`config.mk`:
```
export PLATFORM = sky130hd
export DESIGN_NAME = ce_rx_top
export DESIGN_NICKNAME = d
export VERILOG_FILES = /design/src/ce_rx_pkg.sv /design/src/ce_cpl_fifo.sv /design/src/ce_rx_fsm.sv /design/src/ce_rx_ingress.sv /design/src/ce_rx_realign.sv /design/src/ce_rx_top.sv
export SDC_FILE = /design/constraint.sdc
export NUM_CORES = 2
export LEC_CHECK = 0
export BUFFER_PORTS_ARGS = -buffer_cell sky130_fd_sc_hd__buf_2
export CORE_MARGIN = 1.5
export CORE_UTILIZATION = 45
export CTS_CLUSTER_DIAMETER = 200
export CTS_CLUSTER_SIZE = 14
export DETAILED_ROUTE_END_ITERATION = 7
export PLACE_DENSITY = 0.58
export SKIP_CTS_REPAIR_TIMING = 1
export SLEW_MARGIN = 10
export SYNTH_ARGS = -nofsm -noshare
export SYNTH_HDL_FRONTEND = slang
export SYNTH_HIERARCHICAL = 1
export SYNTH_SLANG_ARGS = --single-unit
```
`constraint.sdc`:
```
create_clock -name clk -period 10.2 [get_ports clk]
set_clock_uncertainty 0.2 [all_clocks]
set_input_delay 0.51 -clock clk [delete_from_list [all_inputs] [get_ports clk]]
set_output_delay 0.51 -clock clk [all_outputs]
set_load 0.01 [all_outputs]
```
`src/ce_rx_pkg.sv`:
```
// --------------------
// Shared widths and encodings for the completion receive path
// Header is the low 32 bits of the first beat, bits 31:12 are ignored
// FIFO depth must stay a power of two, the pointers wrap freely
// --------------------

package ce_rx_pkg;

   // Bus geometry
   localparam int CE_DATA_W      = 64;
   localparam int CE_KEEP_W      = 8;
   localparam int CE_HALF_W      = 32;
   localparam int CE_HALF_KEEP_W = 4;

   // FIFO entry is {fc, data, keep}
   localparam int CE_CPL_ENTRY_W = 1 + CE_DATA_W + CE_KEEP_W;

   // FIFO sizing
   localparam int CE_FIFO_DEPTH    = 32;
   localparam int CE_FIFO_AW       = $clog2(CE_FIFO_DEPTH);
   localparam int CE_FIFO_CNT_W    = CE_FIFO_AW + 1;
   // Leaves room for two pipeline beats, the flush word and ready latency
   localparam int CE_FIFO_AF_LEVEL = 26;

   // --------------------
   // Completion header fields
   // --------------------
   localparam int HDR_FMT_LSB    = 0;
   localparam int HDR_FMT_W      = 8;
   localparam int HDR_STATUS_LSB = 8;
   localparam int CE_STATUS_W    = 3;
   localparam int HDR_FC_BIT     = 11;

   // Opcodes seen on the receive bus
   typedef enum logic [HDR_FMT_W-1:0] {
      FMT_MEM_RD = 8'h00,
      FMT_MEM_WR = 8'h40,
      FMT_DM_CPL = 8'h4a
   } ce_fmt_e;

   // Receive state machine
   typedef enum logic [1:0] {
      RX_IDLE   = 2'b00,
      RX_CPL_WR = 2'b11
   } ce_rx_state_e;

endpackage

```
`src/ce_cpl_fifo.sv`:
```
// --------------------
// Register-array FIFO for realigned completion words
// Read data shows the head entry whenever not empty
// Pushes when full and pops when empty are ignored
// --------------------

`timescale 1ns/100ps

module ce_cpl_fifo import ce_rx_pkg::*; (
   input  logic                      clk,
   input  logic                      ce_corereset,
   input  logic                      cpl_wen,
   input  logic [CE_CPL_ENTRY_W-1:0] cpl_wdata,
   input  logic                      cpl_rd_en,
   output logic [CE_CPL_ENTRY_W-1:0] cpl_rd_data,
   output logic                      cpl_empty,
   output logic                      fifo_full,
   output logic                      fifo_almost_full
);

   logic [CE_CPL_ENTRY_W-1:0] mem [CE_FIFO_DEPTH];
   logic [CE_FIFO_AW-1:0]     wr_ptr;
   logic [CE_FIFO_AW-1:0]     rd_ptr;
   logic [CE_FIFO_CNT_W-1:0]  count;
   logic                      push;
   logic                      pop;

   assign push = cpl_wen & ~fifo_full;
   assign pop  = cpl_rd_en & ~cpl_empty;

   // --------------------
   // Storage
   // --------------------
   always_ff @(posedge clk) begin
      if (push) begin
         mem[wr_ptr] <= cpl_wdata;
      end
   end

   assign cpl_rd_data = mem[rd_ptr];

   // Pointers wrap at the power-of-two depth
   always_ff @(posedge clk) begin
      if (ce_corereset) begin
         wr_ptr <= '0;
         rd_ptr <= '0;
      end else begin
         if (push) begin
            wr_ptr <= wr_ptr + 1'b1;
         end
         if (pop) begin
            rd_ptr <= rd_ptr + 1'b1;
         end
      end
   end

   // --------------------
   // Occupancy
   // --------------------
   always_ff @(posedge clk) begin
      if (ce_corereset) begin
         count <= '0;
      end else if (push && !pop) begin
         count <= count + 1'b1;
      end else if (pop && !push) begin
         count <= count - 1'b1;
      end
   end

   assign cpl_empty        = (count == '0);
   assign fifo_full        = (count == CE_FIFO_CNT_W'(CE_FIFO_DEPTH));
   // Drives receive ready low
   assign fifo_almost_full = (count >= CE_FIFO_CNT_W'(CE_FIFO_AF_LEVEL));

endmodule

```
`src/ce_rx_fsm.sv`:
```
// --------------------
// Two-state receive FSM, wr_active opens the FIFO write path
// Error pulses win over every other transition
// --------------------

`timescale 1ns/100ps

module ce_rx_fsm import ce_rx_pkg::*; (
   input  logic clk,
   input  logic ce_corereset,
   input  logic hdr_start,
   input  logic hdr_ok,
   input  logic hdr_err,
   input  logic beat_last,
   input  logic tail_pending,
   input  logic wr_resp_err,
   input  logic fifo_err,
   input  logic cpl_err,
   output logic wr_active
);

   ce_rx_state_e state;
   ce_rx_state_e state_nxt;
   logic         restart;

   // Good completion header with no error holding the engine off
   assign restart = hdr_start & hdr_ok & ~cpl_err & ~fifo_err;

   always_ff @(posedge clk) begin
      if (ce_corereset) begin
         state <= RX_IDLE;
      end else begin
         state <= state_nxt;
      end
   end

   always_comb begin
      state_nxt = state;
      if (wr_resp_err || hdr_err) begin
         // Abort, rest of the packet is dropped
         state_nxt = RX_IDLE;
      end else begin
         case (state)
            RX_IDLE: begin
               if (restart) begin
                  state_nxt = RX_CPL_WR;
               end
            end
            RX_CPL_WR: begin
               if (tail_pending) begin
                  // Flush cycle, stay only for a back-to-back header
                  state_nxt = restart ? RX_CPL_WR : RX_IDLE;
               end else if (beat_last) begin
                  // Flush word still owed next cycle
                  state_nxt = RX_CPL_WR;
               end
            end
            default: state_nxt = RX_IDLE;
         endcase
      end
   end

   assign wr_active = (state == RX_CPL_WR);

endmodule

```
`src/ce_rx_ingress.sv`:
```
// --------------------
// Samples the receive bus and decodes completion headers
// Ready drops combinationally on FIFO almost-full, beats in flight still land
// Decode strobes are valid only in the header beat's registered cycle
// --------------------

`timescale 1ns/100ps

module ce_rx_ingress import ce_rx_pkg::*; (
   input  logic                   clk,
   input  logic                   ce_corereset,
   input  logic                   rx_tvalid,
   input  logic [CE_DATA_W-1:0]   rx_tdata,
   input  logic [CE_KEEP_W-1:0]   rx_tkeep,
   input  logic                   rx_tlast,
   input  logic                   mrd_start,
   input  logic                   fifo_almost_full,
   output logic                   rx_tready,
   output logic                   beat_valid,
   output logic [CE_DATA_W-1:0]   beat_data,
   output logic [CE_KEEP_W-1:0]   beat_keep,
   output logic                   beat_last,
   output logic                   hdr_start,
   output logic                   hdr_ok,
   output logic                   hdr_err,
   output logic                   hdr_fc,
   output logic [CE_STATUS_W-1:0] cpl_status,
   output logic                   cpl_err
);

   logic                   in_pkt;
   logic                   hdr_beat;
   ce_fmt_e                hdr_fmt;
   logic [CE_STATUS_W-1:0] hdr_status;
   logic                   status_good;

   // --------------------
   // Input sampling
   // --------------------

   // Back-pressure only on FIFO level
   assign rx_tready = ~fifo_almost_full;

   // Control bits of the accepted beat
   always_ff @(posedge clk) begin
      if (ce_corereset) begin
         beat_valid <= 1'b0;
         beat_last  <= 1'b0;
      end else begin
         beat_valid <= rx_tvalid & rx_tready;
         // Last is qualified so later stages can use it alone
         beat_last  <= rx_tvalid & rx_tready & rx_tlast;
      end
   end

   // Payload follows the bus every cycle
   always_ff @(posedge clk) begin
      beat_data <= rx_tdata;
      beat_keep <= rx_tkeep;
   end

   // --------------------
   // Header beat detection
   // --------------------

   // High once a packet's first beat has gone by
   always_ff @(posedge clk) begin
      if (ce_corereset) begin
         in_pkt <= 1'b0;
      end else if (beat_last) begin
         in_pkt <= 1'b0;
      end else if (beat_valid) begin
         in_pkt <= 1'b1;
      end
   end

   assign hdr_beat = beat_valid & ~in_pkt;

   // Header fields from the low half
   assign hdr_fmt     = ce_fmt_e'(beat_data[HDR_FMT_LSB +: HDR_FMT_W]);
   assign hdr_status  = beat_data[HDR_STATUS_LSB +: CE_STATUS_W];
   assign status_good = (hdr_status == '0);

   // Only DM completions during an active read count
   assign hdr_start = hdr_beat & (hdr_fmt == FMT_DM_CPL) & mrd_start;
   assign hdr_ok    = hdr_start & status_good;
   assign hdr_err   = hdr_start & ~status_good;
   assign hdr_fc    = hdr_ok & beat_data[HDR_FC_BIT];

   // --------------------
   // Status and sticky error
   // --------------------
   always_ff @(posedge clk) begin
      if (ce_corereset) begin
         cpl_status <= '0;
      end else if (hdr_start) begin
         cpl_status <= hdr_status;
      end
   end

   // Cleared only by reset
   always_ff @(posedge clk) begin
      if (ce_corereset) begin
         cpl_err <= 1'b0;
      end else if (hdr_err) begin
         cpl_err <= 1'b1;
      end
   end

endmodule

```
`src/ce_rx_realign.sv`:
```
// --------------------
// Shifts payload by half a beat so the header half drops out
// Writes while the FIFO is full are lost, the almost-full margin prevents them
// Flag bit marks the final word of an FC completion only
// --------------------

`timescale 1ns/100ps

module ce_rx_realign import ce_rx_pkg::*; (
   input  logic                      clk,
   input  logic                      ce_corereset,
   input  logic                      wr_active,
   input  logic                      beat_valid,
   input  logic [CE_DATA_W-1:0]      beat_data,
   input  logic [CE_KEEP_W-1:0]      beat_keep,
   input  logic                      beat_last,
   input  logic                      hdr_start,
   input  logic                      hdr_fc,
   input  logic                      fifo_full,
   output logic                      tail_pending,
   output logic                      cpl_wen,
   output logic [CE_CPL_ENTRY_W-1:0] cpl_wdata
);

   logic [CE_HALF_W-1:0]      prev_hi_data;
   logic [CE_HALF_KEEP_W-1:0] prev_hi_keep;
   logic                      last_q;
   logic                      fc_pkt;
   logic                      fc_cur;
   logic                      fc_tail;
   logic                      tail_empty;
   logic                      tail_kept;
   logic [CE_DATA_W-1:0]      word_data;
   logic [CE_KEEP_W-1:0]      word_keep;
   logic                      word_fc;

   // --------------------
   // Held upper half
   // --------------------

   // Captured on every beat, header included
   always_ff @(posedge clk) begin
      if (beat_valid) begin
         prev_hi_data <= beat_data[CE_DATA_W-1:CE_HALF_W];
         prev_hi_keep <= beat_keep[CE_KEEP_W-1:CE_HALF_KEEP_W];
      end
   end

   // Marks the flush cycle after a last beat
   always_ff @(posedge clk) begin
      if (ce_corereset) begin
         last_q <= 1'b0;
      end else begin
         last_q <= beat_last;
      end
   end

   assign tail_pending = last_q;

   // --------------------
   // Final-completion tracking
   // --------------------

   // Fresh header decides, later beats use the held flag
   assign fc_cur = hdr_start ? hdr_fc : fc_pkt;

   always_ff @(posedge clk) begin
      if (ce_corereset) begin
         fc_pkt  <= 1'b0;
         fc_tail <= 1'b0;
      end else begin
         fc_tail <= beat_last & fc_cur;
         if (beat_last) begin
            fc_pkt <= 1'b0;
         end else if (hdr_start) begin
            fc_pkt <= hdr_fc;
         end
      end
   end

   // --------------------
   // Word build and write
   // --------------------

   // Empty upper half on the current last beat means no flush word
   assign tail_empty = (beat_keep[CE_KEEP_W-1:CE_HALF_KEEP_W] == '0);
   assign tail_kept  = (prev_hi_keep != '0);

   always_comb begin
      if (tail_pending) begin
         // Flush word, upper half zero padded
         word_data = {{CE_HALF_W{1'b0}}, prev_hi_data};
         word_keep = {{CE_HALF_KEEP_W{1'b0}}, prev_hi_keep};
         word_fc   = fc_tail;
      end else begin
         word_data = {beat_data[CE_HALF_W-1:0], prev_hi_data};
         word_keep = {beat_keep[CE_HALF_KEEP_W-1:0], prev_hi_keep};
         word_fc   = beat_last & tail_empty & fc_cur;
      end
   end

   // Flush takes the slot even if a new header is registered
   assign cpl_wen   = wr_active & ~fifo_full &
                      (tail_pending ? tail_kept : beat_valid);
   assign cpl_wdata = {word_fc, word_data, word_keep};

endmodule

```
`src/ce_rx_top.sv`:
```
// --------------------
// Completion receive path of the copy engine
// Accepts DM completions only while mrd_start is high
// cpl_err blocks all transfers until reset
// --------------------

`timescale 1ns/100ps

module ce_rx_top import ce_rx_pkg::*; (
   input  logic                      clk,
   input  logic                      ce_corereset,
   input  logic                      rx_tvalid,
   output logic                      rx_tready,
   input  logic [CE_DATA_W-1:0]      rx_tdata,
   input  logic [CE_KEEP_W-1:0]      rx_tkeep,
   input  logic                      rx_tlast,
   input  logic                      mrd_start,
   input  logic                      wr_resp_err,
   input  logic                      fifo_err,
   input  logic                      cpl_rd_en,
   output logic [CE_CPL_ENTRY_W-1:0] cpl_rd_data,
   output logic                      cpl_empty,
   output logic [CE_STATUS_W-1:0]    cpl_status,
   output logic                      cpl_err
);

   // Registered beat
   logic                      beat_valid;
   logic [CE_DATA_W-1:0]      beat_data;
   logic [CE_KEEP_W-1:0]      beat_keep;
   logic                      beat_last;

   // Header decode strobes
   logic                      hdr_start;
   logic                      hdr_ok;
   logic                      hdr_err;
   logic                      hdr_fc;

   // Write path and FIFO flags
   logic                      wr_active;
   logic                      tail_pending;
   logic                      cpl_wen;
   logic [CE_CPL_ENTRY_W-1:0] cpl_wdata;
   logic                      fifo_full;
   logic                      fifo_almost_full;

   ce_rx_ingress i_ce_rx_ingress (
      .clk, .ce_corereset,
      .rx_tvalid, .rx_tdata, .rx_tkeep, .rx_tlast,
      .mrd_start, .fifo_almost_full, .rx_tready,
      .beat_valid, .beat_data, .beat_keep, .beat_last,
      .hdr_start, .hdr_ok, .hdr_err, .hdr_fc,
      .cpl_status, .cpl_err
   );

   ce_rx_fsm i_ce_rx_fsm (
      .clk, .ce_corereset,
      .hdr_start, .hdr_ok, .hdr_err, .beat_last, .tail_pending,
      .wr_resp_err, .fifo_err, .cpl_err,
      .wr_active
   );

   ce_rx_realign i_ce_rx_realign (
      .clk, .ce_corereset,
      .wr_active, .beat_valid, .beat_data, .beat_keep, .beat_last,
      .hdr_start, .hdr_fc, .fifo_full,
      .tail_pending, .cpl_wen, .cpl_wdata
   );

   ce_cpl_fifo i_ce_cpl_fifo (
      .clk, .ce_corereset,
      .cpl_wen, .cpl_wdata, .cpl_rd_en,
      .cpl_rd_data, .cpl_empty, .fifo_full, .fifo_almost_full
   );

endmodule

```
==> out/qor.yml <==
maxCapViolations: 0
timing.fmax_mhz: 160.2
dp_hpwl_um: 127500
maxSlewViolCount: 0
reg2reg_to: "i_ce_cpl_fifo/mem[2][40]$_DFFE_PP_"
p_leak_nw: 30.88
die-area_um2: 209600
ant_nets: 0
synth_seq_cells: 2476
initial_core_util: 0.4537
grt.total_usage: 0.2289
rsz0062_at_grt: "no"
synth_top_area_share: 0.7651
routed_wl_um: 240800
yosysWarningCount: 6
worstHoldStart: "rx_tdata[12]"
cpMaxStageDelayCell: "dfxtp_4"
hp-class: "input pin to flop"
cts_buffer_depth: 3
vias: 45851
cp_top_family: "buffers and inverters"
worstRegToRegCells: 7
grt_max_degree: 146
ys.flop_type: "edfxtp_1"
cp_common_cell: "buf_4"
synthToLayoutAreaGrowth_pct: 11.55
hold_violations: 0
min_period_ns: 6.242
critical_path.endpoint: "cpl_rd_data[56]"
crit_type: "flop to output pin"
worstSkewPairLatency_ns: 0.85
port_buffers: 158
setup_violations: 0
grt_overflow: 0
worst_pin_slew_ns: 1.363
layout.nets: 4901
outcome: "completed"
antenna_found_initial: 6
crit_path_end_kind: "output pin"
worst-path-buf-inv: 4
htree_num_levels: 4
critPathArrivalTime_ns: 5.53
async_flop_share: 0
via_per_inst: 6.012
nFillCells: 16303
syn-instance-count: 4508
rr_startpoint: "i_ce_rx_realign/prev_hi_keep[1]$_DFFE_PP_"
crit_cells: 8
placementRows: 166
synth_area_um2: 93090
post-synth-top-area-cell: "edfxtp_1"
critPathLaunchType: "flop"
power_density_nw_per_um2: 205.1
first_global_vias: 45825
grt_pass1_wl_um: 342000
place_congestion: 0.7545
rrSetupSlack_ns: 4.29
cts_tree: "built"
relSlewSlack: 0.09166
cts.sinks: 2476
die_height_um: 457.8
path_cells: "buf_4 -> nor2b_4 -> buf_4 -> buf_4 -> a22oi_1 -> nand3_1 -> nand4_1 -> buf_2"
synth_cell_types: 62
fin_setup_tns_ns: 0
avgSynthCellArea_um2: 20.65
drtIter0Drc: 4896
clock-root-buffer: "clkbuf_16"
die_x_um: 457.8
min_period_over_period: 0.6119
num_io_pins: 159
syn_nets: 4599
ys_seq_area_frac: 0.7875
routedWlPerCell_um: 31.57
drc: 0
peakVddDrop_mv: 0.1810
crit_fanout: 42
clkSlewWorstSetupHoldPaths_ns: 0.07
whs_ns: 0.08666
cts_made_buffers: 194
drive_gt1_frac: 0.1813
place_area_um2: 97450
required_ns: 9.49
total_power_w: 0.02130
synth_edf_count: 2372
design.core.area_um2: 205200
yosys-top-cells-area: "edfxtp_1 (77%), mux4_2 (7.4%), mux2i_1 (6.1%), a22oi_1 (3.1%), dfxtp_1 (2.2%)"
drt_first_pass_iters: 5
fin_area_um2: 103800
cpPeakStageDelay_ns: 0.89
per-layer routing:
metal  up-vias  routed length, µm  track usage
li1      19241                  -            -
met1     24813             101900       0.3199
met2      1524             120100       0.3831
met3       273              13620      0.03178
met4         0               5121      0.05205
met5         -                  0            0
where the power goes:
| group | total, W | internal (W) | switching [W] |
|---|---|---|---|
| Combinational | 0.00276 | 0.00113 | 0.00163 |
| Sequential | 0.0115 | 0.0113 | 0.000223 |
| Clock | 0.00705 | 0.00358 | 0.00347 |
| Total | 0.0213 | 0.0160 | 0.00533 |
worst reg2reg max path: stages, from the launching register on:
cell and delay [ns]:
edfxtp_1 0.99, nor4_1 0.36, a2111oi_1 0.96, o31a_1 0.49
nand2_2 0.35, nor2_4 0.98, buf_4 0.58, buf_4 0.60
cells in the mapped netlist, drive strengths merged, types with 7 or more instances:
cell,number
a21oi,24
a22o,24
a22oi,380
a31oi,24
and2,7
buf,163
clkbuf,93
dfxtp,104
edfxtp,2372
ha,10
inv,10
mux2i,567
mux4,304
nand2,33
nand2b,11
nand3,143
nand4,56
nor2,55
nor2b,54
xor2,7
layout by cell type, fill, tap and decap left out, drive strengths merged, types with 3 or more instances in the layout:
master       netlist  routed
edfxtp          2372    2372
mux2i            567     567
a22oi            380     380
mux4             304     304
clkbuf            93     304
buf              163     282
nand3            143     143
dfxtp            104     104
dlygate4sd3        0      80
nand4             56      56
nor2              55      55
nor2b             54      54
nand2             33      33
a22o              24      24
a31oi             24      24
a21oi             24      24
inv               10      19
nand2b            11      11
ha                10      10
diode              0       7
xor2               7       7
and2               7       7
nor3               5       5
clkinv             0       5
or2                4       4
o21ai              4       4
nand3b             4       4
o31ai              4       4
nor3b              3       3
and3               3       3
o311ai             3       3
nor4               3       3
registers in the layout, indices dropped and copies added, names as in the netlist, 3 cells and up, named ones only:
name and count:
i_ce_rx_ingress/beat_data 64, i_ce_rx_realign/prev_hi_keep 4, i_ce_cpl_fifo/rd_ptr 5, i_ce_cpl_fifo/count 6, i_ce_rx_ingress/beat_keep 8, i_ce_rx_ingress/cpl_status 3
i_ce_rx_realign/prev_hi_data 32, i_ce_cpl_fifo/mem 2336, i_ce_cpl_fifo/wr_ptr 5
worst min path at each step:
stage | to | slack (ns) | cells past startpoint
after floorplan | i_ce_rx_realign/prev_hi_data[0]$_DFFE_PP_ | 0.19 | 0
after global placement | i_ce_rx_realign/prev_hi_data[7]$_DFFE_PP_ | 0.19 | 0
after detailed placement | i_ce_rx_realign/prev_hi_data[17]$_DFFE_PP_ | 0.19 | 0
after CTS | i_ce_rx_ingress/beat_data[12]$_DFF_P_ | -0.53 | 1
after global routing | i_ce_rx_ingress/beat_data[14]$_DFF_P_ | 0.04 | 2
final | i_ce_rx_ingress/beat_data[12]$_DFF_P_ | 0.09 | 2
metrics by stage:
step	std cells	util	setup WS, ns
finish	7627	0.5060	3.958
CTS	7540	0.5019	3.865
global placement	7222	0.4749	4.497
global route	7623	0.5060	3.660
floorplan	4508	-	3.937
detailed placement	7222	0.4749	4.292
final cells by class:
type | instances | area (µm²) | area share
diodes | 7 | 17.52 | 0.0001687
clock buffers | 304 | 5310 | 0.05114
clock inverters | 14 | 231.5 | 0.002229
inverters | 10 | 42.54 | 0.0004097
multi-input cells | 1766 | 18900 | 0.1820
flip-flops and latches | 2476 | 73330 | 0.7062
well taps | 2688 | 3363 | 0.03239
repair buffers | 362 | 2648 | 0.02550
cell families after synthesis:
family	Yosys count	share of synthesized area
flops	2476	0.7875
mux	873	0.1348
compound gates	477	0.03833
simple gates	396	0.02293
buf+inv	266	0.01409
fa+ha+maj	11	0.001559
xor+xnor	9	0.0008468
Note: power is estimated with default switching activity, not from simulation.
